**src/beat_fifo.sv**
```systemverilog
//******************************
// Beat FIFO
// Register array FIFO for any payload type
//******************************

module beat_fifo #(
    parameter int  DEPTH     = 2,
    parameter type payload_t = logic [7:0]
) (
    input  logic     clk,
    input  logic     rst_n,
    input  logic     push,
    input  payload_t push_data,
    input  logic     pop,
    output payload_t pop_data,
    output logic     full,
    output logic     empty
);

    localparam int PTR_W = (DEPTH > 1) ? $clog2(DEPTH) : 1;
    localparam int CNT_W = $clog2(DEPTH + 1);

    payload_t           mem [DEPTH];
    logic [PTR_W-1:0]   wr_ptr;
    logic [PTR_W-1:0]   rd_ptr;
    logic [CNT_W-1:0]   count;

    always_ff @(posedge clk or negedge rst_n) begin
        if (!rst_n) begin
            wr_ptr <= '0;
            rd_ptr <= '0;
            count  <= '0;
        end else begin
            if (push) begin
                wr_ptr <= (wr_ptr == PTR_W'(DEPTH - 1)) ? '0 : wr_ptr + 1'b1;
            end
            if (pop) begin
                rd_ptr <= (rd_ptr == PTR_W'(DEPTH - 1)) ? '0 : rd_ptr + 1'b1;
            end
            count <= count + CNT_W'(push) - CNT_W'(pop);  // Both in one cycle keeps the level
        end
    end

    always_ff @(posedge clk) begin
        if (push) mem[wr_ptr] <= push_data;
    end

    assign pop_data = mem[rd_ptr];
    assign full     = (count == CNT_W'(DEPTH));
    assign empty    = (count == '0);

    a_no_push_full: assert property (@(posedge clk) disable iff (!rst_n) push |-> !full)
        else $error("beat_fifo push while full");
    a_no_pop_empty: assert property (@(posedge clk) disable iff (!rst_n) pop |-> !empty)
        else $error("beat_fifo pop while empty");

endmodule : beat_fifo

```
**config.mk**
```make
export PLATFORM = sky130hd
export DESIGN_NAME = beat_fifo
export DESIGN_NICKNAME = d
export VERILOG_FILES = /design/src/beat_fifo.sv
export SDC_FILE = /design/constraint.sdc
export NUM_CORES = 1
export LEC_CHECK = 0
export BUFFER_PORTS_ARGS = -buffer_cell sky130_fd_sc_hd__buf_2
export CELL_PAD_IN_SITES_DETAIL_PLACEMENT = 0
export CELL_PAD_IN_SITES_GLOBAL_PLACEMENT = 1
export CORE_ASPECT_RATIO = 1.2
export CORE_UTILIZATION = 44
export DETAILED_ROUTE_END_ITERATION = 10
export PLACE_DENSITY_LB_ADDON = 0.1
export SLEW_MARGIN = 20
export SYNTH_ARGS = -nofsm -noshare
export SYNTH_HDL_FRONTEND = slang
export SYNTH_SLANG_ARGS = --single-unit
export TNS_END_PERCENT = 1
```
**constraint.sdc**
```tcl
create_clock -name clk -period 1.8 [get_ports clk]
set_input_delay 0.36 -clock clk [delete_from_list [all_inputs] [get_ports clk]]
set_output_delay 0.36 -clock clk [all_outputs]
set_load 0.01 [all_outputs]
```
==> results.txt <==
CTS tree: yes
Final Hold Vio Count: 0
Placement Rows: 16
Max VDD drop: 0.6781 mV
Antenna diodes: 0
first-pass GRT wire length: 1642 um
Tmin final: 1.665 ns
WHS Path Cells: 2
unrepaired setup endpoints after global routing: no
# nets final: 81
FFs w/ async S/R, synth: 20.00%
Setup Fix Bufs, Post-CTS: 0
Initial Util: 48.07%
Total Routing Usage GR: 12.42%
Die Area: 2013 um2
Leak: 0.0004294 uW
DR DRC count: 0
final WL: 981 um
Synth Register Bits: 20
required time worst endpoint: 1.44 ns
via/cell ratio: 4.762
Avg Inst Size Synth: 20.21 um2
status: finished clean
final setup fails: 0
Clk Latency, worst-skew pair: 0.29 ns
EDFF count, synth: 16
Area growth syn-to-layout: 19.97%
ys flop type: edfxtp_1
CP Class: register to output port
Slew @ Worst Pin: 0.3752 ns
fmax: 600.8 MHz
DR WL/cell: 11.68 um
top-count cell post-synth: edfxtp_1
Slew Viols, Final: 0
Hold WS: 0.2471 ns
Worst Path Arrival: 1.30 ns
synth warn: 0
CP Launch Type: register
initial antenna violation count: 0
drt pass-1 iters: 4
vias in the first global route: 400
share of layout cells above drive strength 1: 51.52%
R2R Setup Slk: 0.60 ns
Synth top area share: 59.44%
CTS clock-pin slew for the worst setup and hold paths: 0.10 ns
placer's final routability congestion estimate: 0.6057
top cells by count, synth: 16 x edfxtp_1, 8 x mux2_4, 4 x dfrtp_1
worst reg2reg path depth: 5
Yosys cell types: 11
TritonCTS Buffers: 3
Max Cap Viol: 0
register area share after synthesis: 71.83%
clock buffer depth: 2
area used by multi-input combinational logic: 209.0 um2
largest net degree at the start of global routing: 12
PortBufs: 21
Gate Count Post-Synth: 40
number of I/O pins: 22
Critical Path Fanout Max: 9
Final ANT Viol Nets: 0
fill count: 153
Syn Nets: 54
sequential standard cell area: 581.8 um2
Clock Skews: 0.007507 ns
Root Driver: clkbuf_4
Setup crit end kind: output port
hpwl dp: 753 um
Slew headroom: 74.99%
clock sinks: 20
post-route setup TNS: 0 ns
htree depth: 1
Synth area leaders: edfxtp_1 59%, mux2_4 15%, dfrtp_1 12%
Die Y: 48.95 um
Die X: 41.13 um
Final period util: 92.48%
Mapped Area: 808.3 um2
Pwr per Cell Area: 1426 nW/um2
drt initial violations: 2
Vias: 400
Placeable Area: 1682 um2
total grt overflow: 0
Synth area leader: edfxtp_1
worst hold path class: input pin to register
final timing paths:
path,startpoint,end
min reg2reg,wr_ptr,wr_ptr
max,rd_ptr,pop_data[4]
max reg2reg,count[0],count[1]
min,pop,rd_ptr
max in group asynchronous,rst_n,rd_ptr
min in group asynchronous,rst_n,rd_ptr
logic make-up (layout without fill, tap and decap cells):
| logic type | after synthesis | after routing | synth area share [%] |
|---|---|---|---|
| DFF | 20 | 20 | 71.83 |
| muxes | 8 | 8 | 14.86 |
| and+or+nand+nor | 4 | 4 | 2.786 |
| xor gates and xnor gates | 3 | 3 | 5.108 |
| buffers and inverters | 3 | 29 | 2.322 |
| adders and majority gates | 2 | 2 | 3.095 |
what timing repair did:
item                       in CTS  in global routing
gates resized for setup         1                  0
hold endpoints to repair        4                  0
hold buffers                    1                  0
setup endpoints to repair       8                  0
power by group:
| group | switching (uW) | total (uW) | leakage (uW) | internal, uW |
|---|---|---|---|---|
| Clock | 121 | 202 | 0.0000154 | 80.6 |
| Sequential | 96.1 | 727 | 0.000196 | 631 |
| Combinational | 172 | 454 | 0.000218 | 282 |
| Total | 389 | 1380 | 0.000429 | 994 |
metrics by stage:
step | util, % | worst slack, ns | instance area [um2] | total power, uW | std cells
finish | 57.66 | 0.1354 | 969.7 | 1383 | 84
global route | 57.66 | 0.06183 | 969.7 | 1492 | 84
CTS | 57.66 | 0.1122 | 969.7 | 1408 | 84
detailed placement | 55.43 | 0.3092 | 932.1 | 1203 | 79
global placement | 55.43 | 0.3262 | 932.1 | 1191 | 79
floorplan | - | 0.6365 | 808.3 | 1068 | 40
layout make-up:
| class | count | area share [%] |
|---|---|---|
| Inverter | 2 | 0.7742 |
| Clock inverter | 1 | 0.3871 |
| Clock buffer | 3 | 2.323 |
| Multi-Input combinational cell | 17 | 21.55 |
| Sequential cell | 20 | 60.00 |
| Timing Repair Buffer | 23 | 12.65 |
| Tap cell | 18 | 2.323 |
worst max-delay path, stage by stage, from the launching register on:
cell and delay, ns:
dfrtp_2 0.55, mux2_4 0.33, buf_2 0.14
layer usage:
metal | track usage (%) | part of all wire, %
met3 | 4.110 | 4.1
met1 | 14.84 | 39
met2 | 19.79 | 57
met4 | 4.839 | 0
met5 | 0 | 0
sequential cells by signal, summed over array words and instances, names as in the netlist:
register  flops
mem          16
count         2
rd_ptr        1
wr_ptr        1
placed cells by master, fill, tap and decap left out, drive strengths merged:
master and count:
xor3 1, dlygate4sd3 1, dfrtp 4, mux2 8
edfxtp 16, clkinv 1, nor2 1, inv 2
ha 2, xor2 2, and2 1, clkbuf 3
nor2b 2, buf 22
No activity file was read; power rests on OpenSTA's default activity.
