<file path="config.mk">
export PLATFORM = sky130hd
export DESIGN_NAME = beat_counter
export DESIGN_NICKNAME = d
export VERILOG_FILES = /design/src/vshift_pkg.sv /design/src/beat_counter.sv
export SDC_FILE = /design/constraint.sdc
export NUM_CORES = 1
export LEC_CHECK = 0
export ABC_AREA = 1
export CAP_MARGIN = 10
export CORE_AREA = 2 2 44 46
export DETAILED_ROUTE_END_ITERATION = 7
export DIE_AREA = 0 0 46 48
export DONT_BUFFER_PORTS = 1
export GPL_TIMING_DRIVEN = 0
export MAX_ROUTING_LAYER = met4
export PLACE_DENSITY = 0.52
export SETUP_SLACK_MARGIN = 0.2
export SLEW_MARGIN = 20
export SYNTH_ARGS = -nofsm -noshare
export SYNTH_HDL_FRONTEND = slang
export SYNTH_SLANG_ARGS = --single-unit
</file>
<file path="constraint.sdc">
create_clock -name clk -period 1.5 [get_ports clk]
set_input_delay 0.15 -clock clk [delete_from_list [all_inputs] [get_ports clk]]
set_output_delay 0.15 -clock clk [all_outputs]
set_load 0.01 [all_outputs]
</file>
<file path="src/vshift_pkg.sv">
//******************************
// Vector shift unit package
// Width constants, operation and element width
// enums, stream structs shared by the unit
//******************************

package vshift_pkg;

    // Beat geometry
    localparam int VSHIFT_BYTES = 8;
    localparam int BYTE_WIDTH   = 8;
    localparam int DATA_WIDTH   = VSHIFT_BYTES * BYTE_WIDTH;  // 64-bit beat

    // Up to 255 beats per command
    localparam int BEAT_CNT_W = 8;

    // Shift operation
    typedef enum logic [1:0] {
        SHIFT_SLL = 2'd0,
        SHIFT_SRL = 2'd1,
        SHIFT_SRA = 2'd2
    } shift_op_e;

    // Element width, encoded as log2 of the element size in bytes
    typedef enum logic [1:0] {
        SEW_8  = 2'd0,
        SEW_16 = 2'd1,
        SEW_32 = 2'd2,
        SEW_64 = 2'd3
    } sew_e;

    // Command, a num_beats of zero is illegal
    typedef struct packed {
        shift_op_e               op;
        sew_e                    sew;
        logic [BEAT_CNT_W-1:0]   num_beats;
    } cmd_t;

    // Input beat
    typedef struct packed {
        logic [DATA_WIDTH-1:0] srca;  // Data to shift
        logic [DATA_WIDTH-1:0] srcb;  // Per element shift amounts
    } beat_t;

    // Result beat
    typedef struct packed {
        logic [DATA_WIDTH-1:0] data;
        logic                  last;  // Final beat of the command
    } result_t;

    // Beat viewed as bytes, byte 0 is least significant
    typedef logic [VSHIFT_BYTES-1:0][BYTE_WIDTH-1:0] byte_vec_t;

endpackage : vshift_pkg

</file>
<file path="src/beat_counter.sv">
//******************************
// Beat counter
// Counts the beats of a command down to zero
//******************************

module beat_counter (
    input  logic                              clk,
    input  logic                              rst_n,
    input  logic                              load,
    input  logic [vshift_pkg::BEAT_CNT_W-1:0] load_value,
    input  logic                              dec,
    output logic                              last_beat,
    output logic                              done
);

    logic [vshift_pkg::BEAT_CNT_W-1:0] remaining;  // Beats still to issue

    always_ff @(posedge clk or negedge rst_n) begin
        if (!rst_n) begin
            remaining <= '0;
        end else if (load) begin
            remaining <= load_value;
        end else if (dec) begin
            remaining <= remaining - 1'b1;
        end
    end

    assign last_beat = (remaining == 1);
    assign done      = (remaining == '0);

    a_no_dec_at_zero: assert property (@(posedge clk) disable iff (!rst_n) dec |-> !done)
        else $error("beat_counter decrement at zero");

    // A fresh command must bring at least one beat
    a_load_nonzero: assert property (@(posedge clk) disable iff (!rst_n) load |=> !done)
        else $error("beat_counter loaded with zero beats");

endmodule : beat_counter

</file>
==> impl_metrics.env, run 1 <==
export IMPL_core_area_sq_mm=0.001689
export IMPL_register_area_sq_um=202.7
export IMPL_synthArstFlopShare=1.000
export IMPL_crit_chain="inv_2 > ha_4 > nand2_2 > nor2_4"
export IMPL_synth_edff_count=0
export IMPL_place_area_sq_um=599.3
export IMPL_report_final_slew_viol_count=0
export IMPL_clock_path_buffers=2
export IMPL_synth_cell_type_count=19
export IMPL_pin_count=14
export IMPL_ir_drop_mv=0.4722
export IMPL_cts_sinks=8
export IMPL_hold_slack_ns=0.04161
export IMPL_grt_ovfl_total=0
export IMPL_wl_mm=1.359
export IMPL_critPathCaptureType="output pin"
export IMPL_syn_num_nets=90
export IMPL_worst_path_buf_inv=1
export IMPL_first_pass_iters=4
export IMPL_antenna_found_initial=0
export IMPL_holdPathEnd="remaining[0]"
export IMPL_cp_arrival_ns=1.10
export IMPL_yosysSeqAreaShare=0.3463
export IMPL_final_util=0.4319
export IMPL_min_from="load_value[0]"
export IMPL_required_ns=1.35
export IMPL_row_count=15
export IMPL_fin_crit_sh=0.8333
export IMPL_diodes=0
export IMPL_worstSetupStartpointType="flip-flop"
export IMPL_multi_input_area_sq_um=379.1
export IMPL_dpl_worst_slack_ns=0.2750
export IMPL_cts_buffers=3
export IMPL_syn2layout_area_growth_pct=26.19
export IMPL_ys_warnings_count=0
export IMPL_max_stage_delay_ns=0.42
export IMPL_path_class="flip-flop to output pin"
export IMPL_stdcell_area_sq_um=729.5
export IMPL_setup_ws_ns=0.2500
export IMPL_fin_crit_ns=1.250
export IMPL_wire_per_inst_um=13.32
export IMPL_place_congestion=0.7703
export IMPL_reg_largest_list="remaining (8)"
export IMPL_die_width_um=46
export IMPL_cp_max_fo=4
export IMPL_cts_clk_slew_worst_paths_ns=0.05
export IMPL_drive_above_1_share=0.3412
export IMPL_start_util=0.3422
export IMPL_via_per_inst=5.118
export IMPL_filler_cell_count=179
export IMPL_startpoint="remaining[0]"
export IMPL_rsz0062_at_grt="yes"
export IMPL_synthFlopType="dfrtp_1"
export IMPL_syn_area_sq_um=578.1
export IMPL_hold_class="primary input to flip-flop"
export IMPL_track_usage=0.1555
export IMPL_place_inst=92
export IMPL_p_per_area_mw_per_mm2=907.5
export IMPL_grt_pass1_wl_mm=2.249
export IMPL_critical_path_top_delay_family="flip-flops"
export IMPL_power_mw=0.6620
export IMPL_r2r_end="remaining[6]"
export IMPL_drt_iter0_markers=17
export IMPL_relSlewSlack=0.7175
export IMPL_ys_ff_latch=8
export IMPL_grt_max_degree=11
export IMPL_die_area_sq_mm=0.002208
export IMPL_max_freq_mhz=800.0
export IMPL_clkLatencyLatePin_ns=0.25
export IMPL_cts_root_buf="clkbuf_4"
export IMPL_largest_register_ffs=8
export IMPL_synthCells=75
export IMPL_grt_pass1_vias=492
export IMPL_status="complete, no violations"
export IMPL_r2r_cells=5
export IMPL_r2r_start="remaining[0]"
export IMPL_worst_pin_slew_ns=0.4223
export IMPL_rrSetupSlack_ns=0.30
export IMPL_synth_avg_cell_area_sq_um=7.707
export IMPL_die_y_um=48
export IMPL_nets=102
export IMPL_h_tree_depth=1
export IMPL_cts_tree="done"
export IMPL_port_buffers=0
export IMPL_setup_violations=0
export IMPL_ant_nets=0
export IMPL_instances_no_fill=102
export IMPL_final_setup_tns_ns=0
export IMPL_crit_path_top_delay_cell="dfrtp_1"
export IMPL_skew_ns=0.0006425
export IMPL_maxCapViolCount=0
export IMPL_top_register="remaining"
export IMPL_hold_viol=0
export IMPL_remaining_drc_errors=0
export IMPL_vias=522
export IMPL_p_leak_nw=0.3314
export IMPL_whs_path_depth=2
power breakdown:
group	switching (mW)	total (mW)	internal, mW
registers	0.0395	0.283	0.243
logic	0.119	0.216	0.0964
clock network	0.0721	0.164	0.0915
routing by layer:
layer	global-route usage	part of all wire	vias up
met3	0.05660	0.038	2
li1	-	-	267
met5	-	0	-
met2	0.2417	0.49	12
met1	0.1859	0.46	241
met4	0.05143	0.0096	0
logic make-up (layout without fill, tap and decap cells):
family | Yosys count | in the layout | share of synthesized area
and+or+nand+nor | 39 | 39 | 0.3442
AOI/OAI and AO/OA | 12 | 12 | 0.1450
buffers and inverters | 12 | 22 | 0.08442
DFF | 8 | 8 | 0.3463
adders and majority gates | 3 | 3 | 0.06494
xor gates and xnor gates | 1 | 1 | 0.01515
area by class of cell:
type | count | share of cell area
plain buffers | 1 | 0.01029
clock buffers | 3 | 0.03087
inverters | 11 | 0.05660
multi-input cells | 55 | 0.5197
flip-flops and latches | 8 | 0.2779
well taps | 17 | 0.02916
repair buffers | 7 | 0.07547
cells in the final DEF, fill, tap and decap left out:
master         synthesis  final
a21oi_1                1      1
a22oi_1                6      6
buf_4                  1      7
clkbuf_4               0      3
dfrtp_1                8      6
dfrtp_2                0      2
dlygate4sd3_1          0      1
ha_1                   3      2
ha_4                   0      1
inv_1                  9      7
inv_2                  2      4
nand2_1               18     17
nand2_2                1      2
nand3_1                9      8
nand3_4                0      1
nand4_1                1      1
nor2_1                 5      2
nor2_2                 2      2
nor2_4                 2      5
nor2_8                 1      1
o211ai_1               2      2
o21ai_1                2      2
o21ai_2                1      1
xnor2_1                1      1
timing repair:
| item | in CTS | in global routing |
|---|---|---|
| setup endpoints to repair | 2 | 3 |
| buffers inserted | 3 | 3 |
| pin swaps | 2 | 3 |
| endpoints found under the hold margin | 8 | 0 |
| gates resized for setup | 4 | 11 |
| hold buffers | 1 | 0 |
cells in the mapped netlist (2+ instances only):
cell	count	area [sq um]
a22oi_1	6	45.04
dfrtp_1	8	200.2
ha_1	3	37.54
inv_1	9	33.78
inv_2	2	7.510
nand2_1	18	67.56
nand3_1	9	45.04
nor2_1	5	18.77
nor2_2	2	12.51
nor2_4	2	22.52
o211ai_1	2	15.01
o21ai_1	2	10.01
worst max path at each step:
stage               slack (ns)           end  cells past startpoint
floorplan                 0.43  remaining[6]                      5
global placement          0.31  remaining[6]                      5
detailed placement        0.27  remaining[6]                      5
CTS                       0.21     last_beat                      4
global route              0.17          done                      4
finish                    0.25          done                      4
Note: power is estimated with default switching activity, not from simulation.
==> inputs of run 2 (changes only) <==
PLACE_DENSITY = 0.54   (was 0.52)
clock period = 1.1 ns   (was 1.5 ns; I/O delays follow)
==> impl_metrics.env, run 2 (synthesized netlist as in run 1, its figures left out) <==
export IMPL_top_register="remaining"
export IMPL_start_util=0.3422
export IMPL_required_ns=0.99
export IMPL_remaining_drc_errors=0
export IMPL_drt_iter0_markers=5
export IMPL_clockPowerShare=0.253
export IMPL_power_mw=0.9823
export IMPL_r2r_start="remaining[1]"
export IMPL_switching_share=0.3446
export IMPL_report_final_slew_viol_count=0
export IMPL_combPwrFrac=0.363
export IMPL_instances_no_fill=109
export IMPL_die_area_sq_mm=0.002208
export IMPL_wire_per_inst_um=12.81
export IMPL_layout_commonest_cell="nand2_1"
export IMPL_final_setup_tns_ns=-0.2965
export IMPL_cts_sinks=8
export IMPL_skew_ns=0.001343
export IMPL_via_per_inst=5.073
export IMPL_path_class="flip-flop to output pin"
export IMPL_row_count=15
export IMPL_whs_path_depth=2
export IMPL_p_leak_nw=0.3648
export IMPL_die_width_um=46
export IMPL_crit_chain="inv_2 > ha_1 > nand2_2 > nor2_4"
export IMPL_grt_max_degree=11
export IMPL_ant_nets=0
export IMPL_track_usage=0.1585
export IMPL_wl_mm=1.396
export IMPL_grt_ovfl_total=0
export IMPL_reg_largest_list="remaining (8)"
export IMPL_cts_buffers=3
export IMPL_violations="negative setup slack"
export IMPL_hpwl_um=908.1
export IMPL_stdcell_area_sq_um=799.5
export IMPL_core_area_sq_mm=0.001689
export IMPL_clock_path_buffers=2
export IMPL_pin_count=14
export IMPL_syn2layout_area_growth_pct=38.31
export IMPL_clkLatencyLatePin_ns=0.26
export IMPL_setup_violations=7
export IMPL_cts_root_buf="clkbuf_4"
export IMPL_hold_slack_ns=0.002627
export IMPL_vias=553
export IMPL_min_from="load_value[5]"
export IMPL_grt_pass1_vias=511
export IMPL_cp_arrival_ns=1.08
export IMPL_nets=108
export IMPL_fin_crit_ns=1.194
export IMPL_p_per_area_mw_per_mm2=1229
export IMPL_rrSetupSlack_ns=-0.04
export IMPL_place_congestion=0.7535
export IMPL_max_stage_delay_ns=0.38
export IMPL_max_freq_mhz=837.3
export IMPL_worstSetupStartpointType="flip-flop"
export IMPL_cts_clk_slew_worst_paths_ns=0.06
export IMPL_drive_above_1_share=0.4022
export IMPL_first_pass_iters=4
export IMPL_switching_power_mw=0.3385
export IMPL_maxCapViolCount=0
export IMPL_cp_max_fo=3
export IMPL_ir_drop_mv=0.6205
export IMPL_r2r_end="remaining[7]"
export IMPL_grt_pass1_wl_mm=2.270
export IMPL_final_cell_mix="nand2_1 (16), buf_4 (11), nand3_1 (8)"
export IMPL_rsz0062_at_grt="yes"
export IMPL_largest_register_ffs=8
export IMPL_relSlewSlack=0.7442
export IMPL_port_buffers=0
export IMPL_place_inst=92
export IMPL_final_util=0.4733
export IMPL_r2r_cells=7
export IMPL_place_area_sq_um=625.6
export IMPL_h_tree_depth=1
export IMPL_dpl_worst_slack_ns=0.03532
export IMPL_holdPathEnd="remaining[5]"
export IMPL_worst_pin_slew_ns=0.3824
export IMPL_diodes=0
export IMPL_die_y_um=48
export IMPL_setup_ws_ns=-0.09429
export IMPL_hold_viol=0
export IMPL_fin_crit_sh=1.086
export IMPL_antenna_found_initial=0
export IMPL_crit_path_top_delay_cell="dfrtp_1"
export IMPL_cts_tree="done"
export IMPL_critPathCaptureType="output pin"
export IMPL_p_int_mw=0.6438
export IMPL_status="finished with violations"
export IMPL_hold_class="primary input to flip-flop"
export IMPL_seq_power_share=0.383
[run 2: timing repair]
item,4_1_cts,5_1_grt
hold endpoints to repair,10,0
resized for setup,9,1
pin swaps,5,1
setup endpoints to repair,9,9
hold buffers,3,0
buffers inserted,10,0
[run 2: layer usage]
metal	vias up	track usage	routed length, um
met5	-	-	0
met2	15	0.2472	705
li1	285	-	-
met1	251	0.1806	592
met4	0	0.05143	10
met3	2	0.07170	88
[run 2: worst max-delay path by stage]
stage               cells after the start         start      endpoint  slack [ns]
floorplan                               6  remaining[1]  remaining[7]        0.12
global placement                        6  remaining[1]  remaining[7]        0.05
detailed placement                      6  remaining[4]  remaining[7]        0.04
CTS                                     3  remaining[5]          done       -0.10
global route                            4  remaining[1]     last_beat       -0.15
finish                                  4  remaining[1]     last_beat       -0.09
[run 2: layout make-up]
type                    instances  area, sq um
repair buffers                 13        105.1
flip-flops and latches          8        203.9
fillers                       176        889.6
inverters                      11        41.29
plain buffers                   1        7.507
clock buffers                   4        26.28
well taps                      17        21.27
multi-input cells              55        394.1
[run 2: worst max-delay path, delay by kind of cell (launching register included)]
family / cells / cell delay, ns
buffers and inverters: 1 / 0.09
AND/OR/NAND/NOR: 2 / 0.20
flip-flops: 1 / 0.38
adder cells (fa/ha/maj): 1 / 0.16
[run 2: power by group through the flow]
stage          clock [mW]  sequential (mW)  combinational (mW)
2_1_floorplan           0            0.379               0.188
3_3_place_gp            0            0.390               0.217
3_5_place_dp            0            0.390               0.222
4_1_cts             0.257            0.375               0.350
5_1_grt             0.277            0.381               0.399
6_report            0.249            0.376               0.357
