<file path="src/vshift_pkg.sv">
//******************************
// Vector shift unit package
// Width constants, operation and element width
// enums, stream structs shared by the unit
//******************************

package vshift_pkg;

    // Beat geometry
    localparam int VSHIFT_BYTES = 8;
    localparam int BYTE_WIDTH   = 8;
    localparam int DATA_WIDTH   = VSHIFT_BYTES * BYTE_WIDTH;  // 64-bit beat

    // Up to 255 beats per command
    localparam int BEAT_CNT_W = 8;

    // Shift operation
    typedef enum logic [1:0] {
        SHIFT_SLL = 2'd0,
        SHIFT_SRL = 2'd1,
        SHIFT_SRA = 2'd2
    } shift_op_e;

    // Element width, encoded as log2 of the element size in bytes
    typedef enum logic [1:0] {
        SEW_8  = 2'd0,
        SEW_16 = 2'd1,
        SEW_32 = 2'd2,
        SEW_64 = 2'd3
    } sew_e;

    // Command, a num_beats of zero is illegal
    typedef struct packed {
        shift_op_e               op;
        sew_e                    sew;
        logic [BEAT_CNT_W-1:0]   num_beats;
    } cmd_t;

    // Input beat
    typedef struct packed {
        logic [DATA_WIDTH-1:0] srca;  // Data to shift
        logic [DATA_WIDTH-1:0] srcb;  // Per element shift amounts
    } beat_t;

    // Result beat
    typedef struct packed {
        logic [DATA_WIDTH-1:0] data;
        logic                  last;  // Final beat of the command
    } result_t;

    // Beat viewed as bytes, byte 0 is least significant
    typedef logic [VSHIFT_BYTES-1:0][BYTE_WIDTH-1:0] byte_vec_t;

endpackage : vshift_pkg

</file>
<file path="src/shift_ctrl_fsm.sv">
//******************************
// Shift control FSM
// Accepts a command, issues its beats into
// the shifter and closes after the last result
//******************************

module shift_ctrl_fsm (
    input  logic                  clk,
    input  logic                  rst_n,
    input  logic                  cmd_valid,
    output logic                  cmd_ready,
    input  vshift_pkg::cmd_t      cmd,
    input  logic                  in_empty,
    input  logic                  out_full,
    input  logic                  count_done,
    input  logic                  last_result_sent,
    output logic                  accept_beats,
    output logic                  issue,
    output logic                  load,
    output vshift_pkg::shift_op_e cur_op,
    output vshift_pkg::sew_e      cur_sew
);

    typedef enum logic {
        ST_IDLE,
        ST_BUSY
    } state_e;

    state_e state;

    always_ff @(posedge clk or negedge rst_n) begin
        if (!rst_n) begin
            state <= ST_IDLE;
        end else if (state == ST_IDLE) begin
            if (load) state <= ST_BUSY;
        end else if (last_result_sent) begin
            state <= ST_IDLE;  // Last result has left the unit
        end
    end

    // Operation stays fixed for the whole command
    always_ff @(posedge clk) begin
        if (load) begin
            cur_op  <= cmd.op;
            cur_sew <= cmd.sew;
        end
    end

    assign cmd_ready    = (state == ST_IDLE);
    assign load         = cmd_valid & cmd_ready;
    assign accept_beats = (state == ST_BUSY) & ~count_done;

    // Pop input and push output together
    assign issue = ~in_empty & ~out_full & ~count_done;

    a_no_issue_idle: assert property (@(posedge clk) disable iff (!rst_n)
        (state == ST_IDLE) |-> !issue)
        else $error("shift_ctrl_fsm issue while idle");

    // The last result can only leave once every beat was issued
    a_close_after_count: assert property (@(posedge clk) disable iff (!rst_n)
        last_result_sent |-> (state == ST_BUSY) && count_done)
        else $error("shift_ctrl_fsm closed before all beats issued");

endmodule : shift_ctrl_fsm

</file>
<file path="config.mk">
export PLATFORM = sky130hd
export DESIGN_NAME = shift_ctrl_fsm
export DESIGN_NICKNAME = d
export VERILOG_FILES = /design/src/vshift_pkg.sv /design/src/shift_ctrl_fsm.sv
export SDC_FILE = /design/constraint.sdc
export NUM_CORES = 1
export LEC_CHECK = 0
export BUFFER_PORTS_ARGS = -buffer_cell sky130_fd_sc_hd__buf_2
export CAP_MARGIN = 20
export CORE_AREA = 2 2 39 41
export CTS_CLUSTER_DIAMETER = 50
export CTS_CLUSTER_SIZE = 12
export DETAILED_ROUTE_END_ITERATION = 12
export DIE_AREA = 0 0 41 43
export HOLD_SLACK_MARGIN = 0.06
export PLACE_DENSITY = 0.52
export SETUP_SLACK_MARGIN = 0.5
export SYNTH_ARGS = -nofsm -noshare
export SYNTH_HDL_FRONTEND = slang
export SYNTH_SLANG_ARGS = --single-unit
</file>
<file path="constraint.sdc">
create_clock -name clk -period 2.1 [get_ports clk]
set_input_delay 0.42 -clock clk [delete_from_list [all_inputs] [get_ports clk]]
set_output_delay 0.42 -clock clk [all_outputs]
set_load 0.02 [all_outputs]
</file>
==> results of run 1 <==
==> synth_stat cells, drive strengths merged <==
master  n
nor2    1
dfrtp   1
inv     1
edfxtp  4
nor2b   1
o21bai  1
nor3    1
==> routing by layer <==
metal,global-route usage,up-vias
li1,-,80
met1,0.0858,60
met2,0.0406,21
met3,0.0733,0
met4,0.0200,0
met5,0,-
==> per-stage QoR <==
stage	instance area [um^2]	total power, mW	hold slack [ns]
2_1_floorplan	174	0.149	0.124
3_3_place_gp	284	0.172	0.198
3_5_place_dp	284	0.172	0.197
4_1_cts	320	0.292	0.341
5_1_grt	325	0.307	0.345
6_report	325	0.288	0.348
==> power groups by stage <==
| stage | logic, mW | registers [mW] | clock network [mW] |
|---|---|---|---|
| final | 0.0517 | 0.122 | 0.115 |
| after global routing | 0.0567 | 0.122 | 0.128 |
| after CTS | 0.0510 | 0.121 | 0.119 |
| after detailed placement | 0.0495 | 0.123 | 0 |
| after global placement | 0.0493 | 0.123 | 0 |
| after floorplan | 0.0197 | 0.130 | 0 |
==> sequential cells by signal, summed over array words and instances (netlist names) <==
name,count
cur_sew,2
cur_op,2
state,1
==> final cells by class <==
type	count	area (um^2)	share of cell area
Timing Repair Buffer	19	100	0.308
Tap cell	16	20.0	0.0615
Multi-Input combinational cell	4	30.0	0.0923
Clock buffer	4	26.3	0.0808
Inverter	1	3.75	0.0115
Sequential cell	5	145	0.446
==> what timing repair did <==
action	in CTS	in global routing
hold endpoints to repair	1	0
endpoints found under the setup margin	0	1
resized for setup	0	1
hold buffers	1	0
==> cells by family after synthesis <==
kind of cell,after synthesis
flip-flops,5
AO/OA/AOI/OAI,1
AND/OR/NAND/NOR,3
buffers and inverters,1
==> worst paths after layout <==
path / slack, ns / end / cells past startpoint
setup / recovery: 0.64 / load / 2
max in group asynchronous: 1.53 / state$_DFF_PN0_ / 2
min in group asynchronous: 0.48 / state$_DFF_PN0_ / 2
hold / removal: 0.35 / cur_sew[0]$_DFFE_PP_ / 1
hold reg to reg: 0.59 / state$_DFF_PN0_ / 2
setup reg to reg: 1.20 / cur_op[0]$_DFFE_PP_ / 1
==> run metrics, run 1 <==
Post-Synthesis Net Count 29; vias in the first global route 121; fin crit share 0.697; Post-Syn Area 174 um^2; Sw Pwr 0.0775 mW; Highest Signal Layer met3; Mean Syn Cell Area 17.4 um^2; via count 161; max-cap violation count 0; WP data arrival 1.04 ns; Worst setup EP type output port; VDD IR-drop max 0.000319 V; Setup CP Type reg2out; Final Core Density 0.235; Seq/Total Area, Yosys 0.835; Post-Synth Adder-Cell Area 0; largest family of logic cells by synthesized area simple AND/OR/NAND/NOR gates; logic gate share of total power 0.179; Total Routed Length 464 um; Cell Int Power 0.211 mW; Die H 43 um; CORE AREA 0.00138 mm^2; Mapped Cells 10; clk_lat worst skew 0.24 ns; most frequent cells in the layout buf_2 (18), edfxtp_1 (4), clkbuf_4 (3); Post-Synth XOR/XNOR Area 0; maximum fanout along the worst path 6; pre-CTS WS 0.699 ns; row count 14; post-synthesis mux area share 0; top cell family by delay on the critical path flip-flops; HP Class in2reg; reg-to-reg startpoint state$_DFF_PN0_; CTS tree built; fin. max-slew vios 0; Simple-Gate Fraction of Synth Area 0.101; Final setup viols 0; Yosys warning count 0; routed wire length on met2 122 um; layout cells sized above 1 0.697; max incr delay on CP 0.41 ns; leak pwr 0.159 nW; overflow left after global routing 0; post-route setup slack 0.637 ns; post-CTS setup buffer count 0; Max Root-Sink Buffers 2; critical hold path startpoint cmd[8]; Cell Pwr Density 886 mW/mm^2; Routability Congestion 0.668; CP required 1.68 ns; Clock power frac 0.398; Setup crit start state$_DFF_PN0_; Critical path buffers and inverters 1; number of antenna diodes 0; residual DRC count 0; CTS H-Tree Depth 1; metal1 wirelength 218 um; Period minus WS final 1.46 ns; RSZ-0062 raised after global routing false; DR vias/cell 3.29; most common cell after layout, fill and taps aside buf_2; # IOs 27; top cell type's share of synthesized area 0.691; Compound-Gate Fraction of Synth Area 0.0432; Unique masters post-synth 7; Avg WL per Cell 9.47 um; startpoint types register; # fillers 152; Routed Antenna Nets 0; worst slew pin tran 0.166 ns; die area 0.00176 mm^2; Clk pin slew, worst setup/hold paths 0.05 ns; Initial Utilization 0.126; DRT iter0 DRCs 1; Cell Count, Final, Fillers Out 49; initial antenna violation count 0; Flop pwr share 0.423; relative slew slack 0.889; largest net degree at the start of global routing 7; setup TNS 0 ns; Root Driver clkbuf_4; outcome complete, no violations; Placed Instances 44; sw frac 0.269; fmax 0.684 GHz; Yosys reg bits 5; Max stage delay cell, worst path dfrtp_1; Num CTS Buffers 3; fin nets 53; top area cells in the synthesized netlist edfxtp_1 (69%), dfrtp_1 (14%), nor2b_2 (5.0%); Final Hold Fails 0; clock sink count 5; met3 wire len 122 um; first-pass GRT wire length 565 um; DRT Pass-1 Iters 3; worst-path cell chain nor2b_4 > buf_2; skew final 0.00205 ns; IO buf count 18; dominant cell type by area after synthesis edfxtp_1; Synth-to-Final Area Change 87.1%; GR Util All Layers 0.0567; Die X 41 um
(Power assumes the default switching activity.)
==> run 2, diff against run 1 <==
==> constraint.sdc (replaced) <==
create_clock -name clk -period 1.4 [get_ports clk]
set_input_delay 0.28 -clock clk [delete_from_list [all_inputs] [get_ports clk]]
set_output_delay 0.28 -clock clk [all_outputs]
set_load 0.02 [all_outputs]
==> run metrics, run 2 (synthesis results as in run 1) <==
maximum fanout along the worst path 2 (-4); # fillers 142 (-6.6%); pre-CTS WS 0.327 ns (-0.372 ns); skew final 0.00240 ns (+0.000347 ns); overflow left after global routing 0 (unchanged); initial antenna violation count 0 (unchanged); logic gate share of total power 0.258 (+0.079); leak pwr 0.188 nW (+18%); # IOs 27 (unchanged); most frequent cells in the layout buf_2 (11), buf_6 (7), edfxtp_1 (4); Cell Pwr Density 1170 mW/mm^2 (+32%); RSZ-0062 raised after global routing true; Worst setup EP type output port; relative slew slack 0.910 (+0.0206); max incr delay on CP 0.40 ns (about the same); clk_lat worst skew 0.24 ns (about the same); startpoint types register; residual DRC count 0 (unchanged); DRT Pass-1 Iters 1 (-2); Final Hold Fails 0 (unchanged); CTS H-Tree Depth 1 (unchanged); CORE AREA 0.00138 mm^2 (unchanged); Final setup viols 0 (unchanged); outcome complete, no violations; clock sink count 5 (unchanged); first-pass GRT wire length 600 um (+6.2%); VDD IR-drop max 0.000488 V (+53%); post-route setup slack 0.210 ns (-0.427 ns); Max stage delay cell, worst path dfrtp_1; DRT iter0 DRCs 0 (-1); Critical path buffers and inverters 1 (unchanged); routing usage on met1 0.0864 (+0.000570); fin. max-slew vios 0 (unchanged); Total Routed Length 535 um (+15%); fin crit share 0.850; vias in the first global route 146 (+21%); fin nets 56 (+5.7%); row count 14 (unchanged); HP Class in2reg; Final HPWL DP 413 um; GR Util All Layers 0.0598 (+0.00316); Setup CP Type reg2out; Synth-to-Final Area Change 132%; Max Root-Sink Buffers 2 (unchanged); Clock power frac 0.352 (-0.046); setup TNS 0 ns (unchanged); CP required 1.12 ns (-0.56 ns); Root Driver clkbuf_4; Global Route met3 Usage 0.0576 (-0.0157); Die H 43 um (unchanged); Avg WL per Cell 10.3 um (+8.6%); IO buf count 18 (unchanged); Flop pwr share 0.390 (-0.033); DR vias/cell 3.54 (+7.7%); die area 0.00176 mm^2 (unchanged); most heavily used metal layer in global routing met1; worst-path cell chain nor2b_4 > buf_6; Period minus WS final 1.19 ns; met2 Track Usage GR 0.0500 (+0.00938); Routability Congestion 0.698 (+4.6%); sw frac 0.258 (-0.0103); most common cell after layout, fill and taps aside buf_2; layout cells sized above 1 0.778 (+0.0808); number of antenna diodes 0 (unchanged); CTS tree built; top cell family by delay on the critical path flip-flops; max-cap violation count 0 (unchanged); Top Registers cur_op (2), cur_sew (2), state (1); Initial Utilization 0.126 (unchanged); Num CTS Buffers 3 (unchanged); via count 184 (+14%); largest net degree at the start of global routing 6 (-1); Clk pin slew, worst setup/hold paths 0.04 ns (about the same); Cell Int Power 0.349 mW (+66%); fmax 0.840 GHz; WP data arrival 0.91 ns (-0.13 ns); Routed Antenna Nets 0 (unchanged); Die X 41 um (unchanged); Sw Pwr 0.122 mW (+57%); worst slew pin tran 0.135 ns (-0.0305 ns)
==> run 2: worst reg2reg max path, delay by kind of cell (launching register included) <==
family                 cells  cell delay [ns]
buffers and inverters      2             0.22
and+or+nand+nor            1             0.14
DFF                        1             0.40
==> run 2: what timing repair did <==
item / in CTS / in global routing
setup endpoints to repair: 12 / 12
endpoints found under the hold margin: 1 / 0
gates resized for setup: 9 / 3
hold buffers: 1 / 0
pin swaps: 1 / 0
buffers inserted: 2 / 1
==> run 2: power groups by stage <==
stage                     combinational [mW]  clock (mW)  sequential (mW)
after detailed placement              0.0832           0            0.186
after floorplan                       0.0354           0            0.196
after global placement                0.0820           0            0.186
after CTS                              0.114       0.174            0.183
final                                  0.122       0.166            0.184
after global routing                   0.130       0.184            0.185
==> run 2: final cells by class <==
type / count / area (um^2) / area share
clock buffer: 4 / 26.3 / 0.0650
inverter: 1 / 3.75 / 0.00929
multi-input combinational: 4 / 42.5 / 0.105
sequential: 5 / 145 / 0.359
tap: 16 / 20.0 / 0.0495
timing repair buffer: 22 / 166 / 0.412
==> run 2: worst paths after layout <==
| kind | start | to | slack (ns) | cells past startpoint |
|---|---|---|---|---|
| max in group asynchronous | rst_n | state$_DFF_PN0_ | 0.96 | 2 |
| min in group asynchronous | rst_n | state$_DFF_PN0_ | 0.36 | 2 |
| worst max register to register | state$_DFF_PN0_ | cur_op[1]$_DFFE_PP_ | 0.35 | 3 |
| worst min-delay path | cmd[9] | cur_sew[1]$_DFFE_PP_ | 0.21 | 1 |
| worst max-delay path | state$_DFF_PN0_ | load | 0.21 | 2 |
| worst min register to register | state$_DFF_PN0_ | state$_DFF_PN0_ | 0.73 | 3 |
==> run 2: metrics by stage <==
stage	power, mW	hold WS (ns)	instances	utilization	cell area, um^2
floorplan	0.231	-0.0156	10	-	191
global placement	0.268	0.0590	44	0.218	302
detailed placement	0.269	0.0596	44	0.218	302
CTS	0.472	0.206	51	0.279	387
global route	0.499	0.207	52	0.292	404
finish	0.471	0.215	52	0.292	404
==> run 2: routing by layer <==
layer	part of all wire	vias to the layer above
met1	0.45	76
met3	0.22	0
li1	-	87
met5	0	-
met2	0.33	21
met4	0	0
==> run 3, diff against run 2 <==
--- a/config.mk
+++ b/config.mk
@@ -5,6 +5,7 @@
 export SDC_FILE = /design/constraint.sdc
 export NUM_CORES = 1
 export LEC_CHECK = 0
+export ABC_AREA = 1
 export BUFFER_PORTS_ARGS = -buffer_cell sky130_fd_sc_hd__buf_2
 export CAP_MARGIN = 20
 export CORE_AREA = 2 2 39 41
@@ -13,7 +14,7 @@
 export DETAILED_ROUTE_END_ITERATION = 12
 export DIE_AREA = 0 0 41 43
 export HOLD_SLACK_MARGIN = 0.06
-export PLACE_DENSITY = 0.52
+export PLACE_DENSITY = 0.55
 export SETUP_SLACK_MARGIN = 0.5
 export SYNTH_ARGS = -nofsm -noshare
 export SYNTH_HDL_FRONTEND = slang
==> constraint.sdc (replaced) <==
create_clock -name clk -period 1.05 [get_ports clk]
set_input_delay 0.21 -clock clk [delete_from_list [all_inputs] [get_ports clk]]
set_output_delay 0.21 -clock clk [all_outputs]
set_load 0.02 [all_outputs]
==> run metrics, run 3 <==
skew final 0.00277 ns (+0.000367 ns); Unique masters post-synth 7 (unchanged); fmax 0.849 GHz; Top Registers cur_op (2), cur_sew (2), state (1); via count 203 (+10%); multi-input combinational cell area 55.1 um^2 (+29%); dominant cell type by area after synthesis edfxtp_1; Post-Syn Area 191 um^2 (+10%); clock sink count 5 (unchanged); number of antenna diodes 0 (unchanged); CTS tree built; HP Class in2reg; Total Routed Length 526 um (-1.7%); GR Util All Layers 0.0749 (+0.0151); Max Root-Sink Buffers 2 (unchanged); most frequent cells in the layout buf_2 (9), buf_6 (9), edfxtp_1 (4); maximum fanout along the worst path 3 (+1); Seq/Total Area, Yosys 0.758 (-0.0764); Worst setup EP type output port; Clk pin slew, worst setup/hold paths 0.04 ns (about the same); CTS H-Tree Depth 1 (unchanged); IO buf count 18 (unchanged); fin. max-slew vios 0 (unchanged); pre-CTS WS 0.00860 ns (-0.318 ns); outcome finished with violations; Mapped Cells 16 (+6); die area 0.00176 mm^2 (unchanged); Root Driver clkbuf_4; leak pwr 0.225 nW (+19%); # IOs 27 (unchanged); top area cells in the synthesized netlist edfxtp_1 (63%), dfrtp_1 (13%), inv_1 (7.8%); Synth-to-Final Area Change 151%; Num CTS Buffers 3 (unchanged); Die H 43 um (unchanged); clk_lat worst skew 0.23 ns (about the same); initial antenna violation count 0 (unchanged); Synth Flop Type edfxtp_1; VDD IR-drop max 0.000451 V (-7.6%); DR vias/cell 3.50 (-1.1%); Avg WL per Cell 9.07 um (-12%); startpoint types register; DRT iter0 DRCs 1 (+1); vias in the first global route 201 (+38%); flip-flop and latch area 145 um^2 (unchanged); setup TNS -0.434 ns (-0.434 ns); residual DRC count 0 (unchanged); CP required 0.84 ns (-0.28 ns); Overall Power 0.651 mW (+38%); CORE AREA 0.00138 mm^2 (unchanged); Mean Syn Cell Area 12.0 um^2 (-31%); overflow left after global routing 0 (unchanged); fin nets 62 (+11%); top cell type's share of synthesized area 0.627 (-0.0632); row count 14 (unchanged); post-route setup slack -0.128 ns (-0.338 ns); Post-Synthesis Net Count 35 (+21%); Yosys warning count 0 (unchanged); # fillers 143 (+0.70%); Setup CP Type reg2out; Final setup viols 7 (+7); Post-synth EDFFs 4 (unchanged); fin crit share 1.12; largest net degree at the start of global routing 5 (-1); worst slew pin tran 0.121 ns (-0.0142 ns); Final Hold Fails 0 (unchanged); Cell Pwr Density 1360 mW/mm^2 (+16%); layout cells sized above 1 0.786 (+0.00794); Final HPWL DP 416 um (+0.78%); Yosys reg bits 5 (unchanged); failing checks negative setup slack; top post-synthesis cells by count edfxtp_1 (4), inv_1 (4), nand2_1 (2), nand2_2 (2), nor2_1 (2); WP data arrival 0.97 ns (+0.06 ns); max-cap violation count 0 (unchanged); Period minus WS final 1.18 ns; Routed Antenna Nets 0 (unchanged); first-pass GRT wire length 807 um (+35%); relative slew slack 0.919 (+0.00949); RSZ-0062 raised after global routing true; DRT Pass-1 Iters 2 (+1); Initial Utilization 0.138 (+0.0127); Routability Congestion 0.575 (-18%); Die X 41 um (unchanged); ys async rst share 0.200 (unchanged); Final Core Density 0.347 (+0.0552)
-- run 3: cell families after synthesis --
family,Yosys count,synth area share
and+or+nand+nor,6,0.144
DFF,5,0.758
buffers and inverters,5,0.0980
-- run 3: metal layers --
metal | global-route usage | wire length [um] | up-vias
met2 | 0.119 | 307 | 10
li1 | - | - | 102
met4 | 0.0400 | 0 | 0
met3 | 0.0314 | 50 | 0
met5 | 0 | 0 | -
met1 | 0.0792 | 168 | 91
-- run 3: worst max-delay path, cell delays in order, from the launching register on --
cell,delay (ns)
dfrtp_1,0.38
inv_4,0.06
nand2_4,0.07
clkinvlp_4,0.09
buf_6,0.14
-- run 3: repair_timing --
item | CTS | global route
hold buffers | 1 | 0
pin swaps | 3 | 0
buffers inserted | 3 | 0
hold endpoints to repair | 1 | 0
resized for setup | 21 | 0
setup endpoints to repair | 13 | 13
-- run 3: per-stage QoR --
step / instances / hold WS (ns) / area [um^2]
2_1_floorplan: 16 / -0.0856 / 243
3_3_place_gp: 50 / -0.0155 / 353
3_5_place_dp: 50 / -0.0137 / 353
4_1_cts: 58 / 0.144 / 480
5_1_grt: 58 / 0.149 / 480
6_report: 58 / 0.150 / 480
-- run 3: worst paths after layout --
path / startpoint / end / slack (ns) / cells past startpoint
worst max-delay path: state$_DFF_PN0_ / load / -0.13 / 4
worst max register to register: state$_DFF_PN0_ / cur_sew[1]$_DFFE_PP_ / -0.06 / 5
worst min register to register: state$_DFF_PN0_ / state$_DFF_PN0_ / 0.54 / 2
min in group asynchronous: rst_n / state$_DFF_PN0_ / 0.29 / 2
worst min-delay path: cmd[11] / cur_op[1]$_DFFE_PP_ / 0.15 / 1
max in group asynchronous: rst_n / state$_DFF_PN0_ / 0.68 / 2
-- run 3: layout make-up --
| cell class | count | share of cell area |
|---|---|---|
| multi-input combinational | 6 | 0.115 |
| clock buffer | 4 | 0.0547 |
| inverter | 5 | 0.0885 |
| sequential | 5 | 0.302 |
| timing repair buffer | 22 | 0.398 |
| tap | 16 | 0.0417 |
-- run 3: report_power, final --
group          switching, mW  total [mW]  internal, mW
sequential            0.0102       0.246         0.236
clock                 0.0695       0.213         0.143
combinational         0.0942       0.193        0.0985
total                  0.174       0.651         0.477
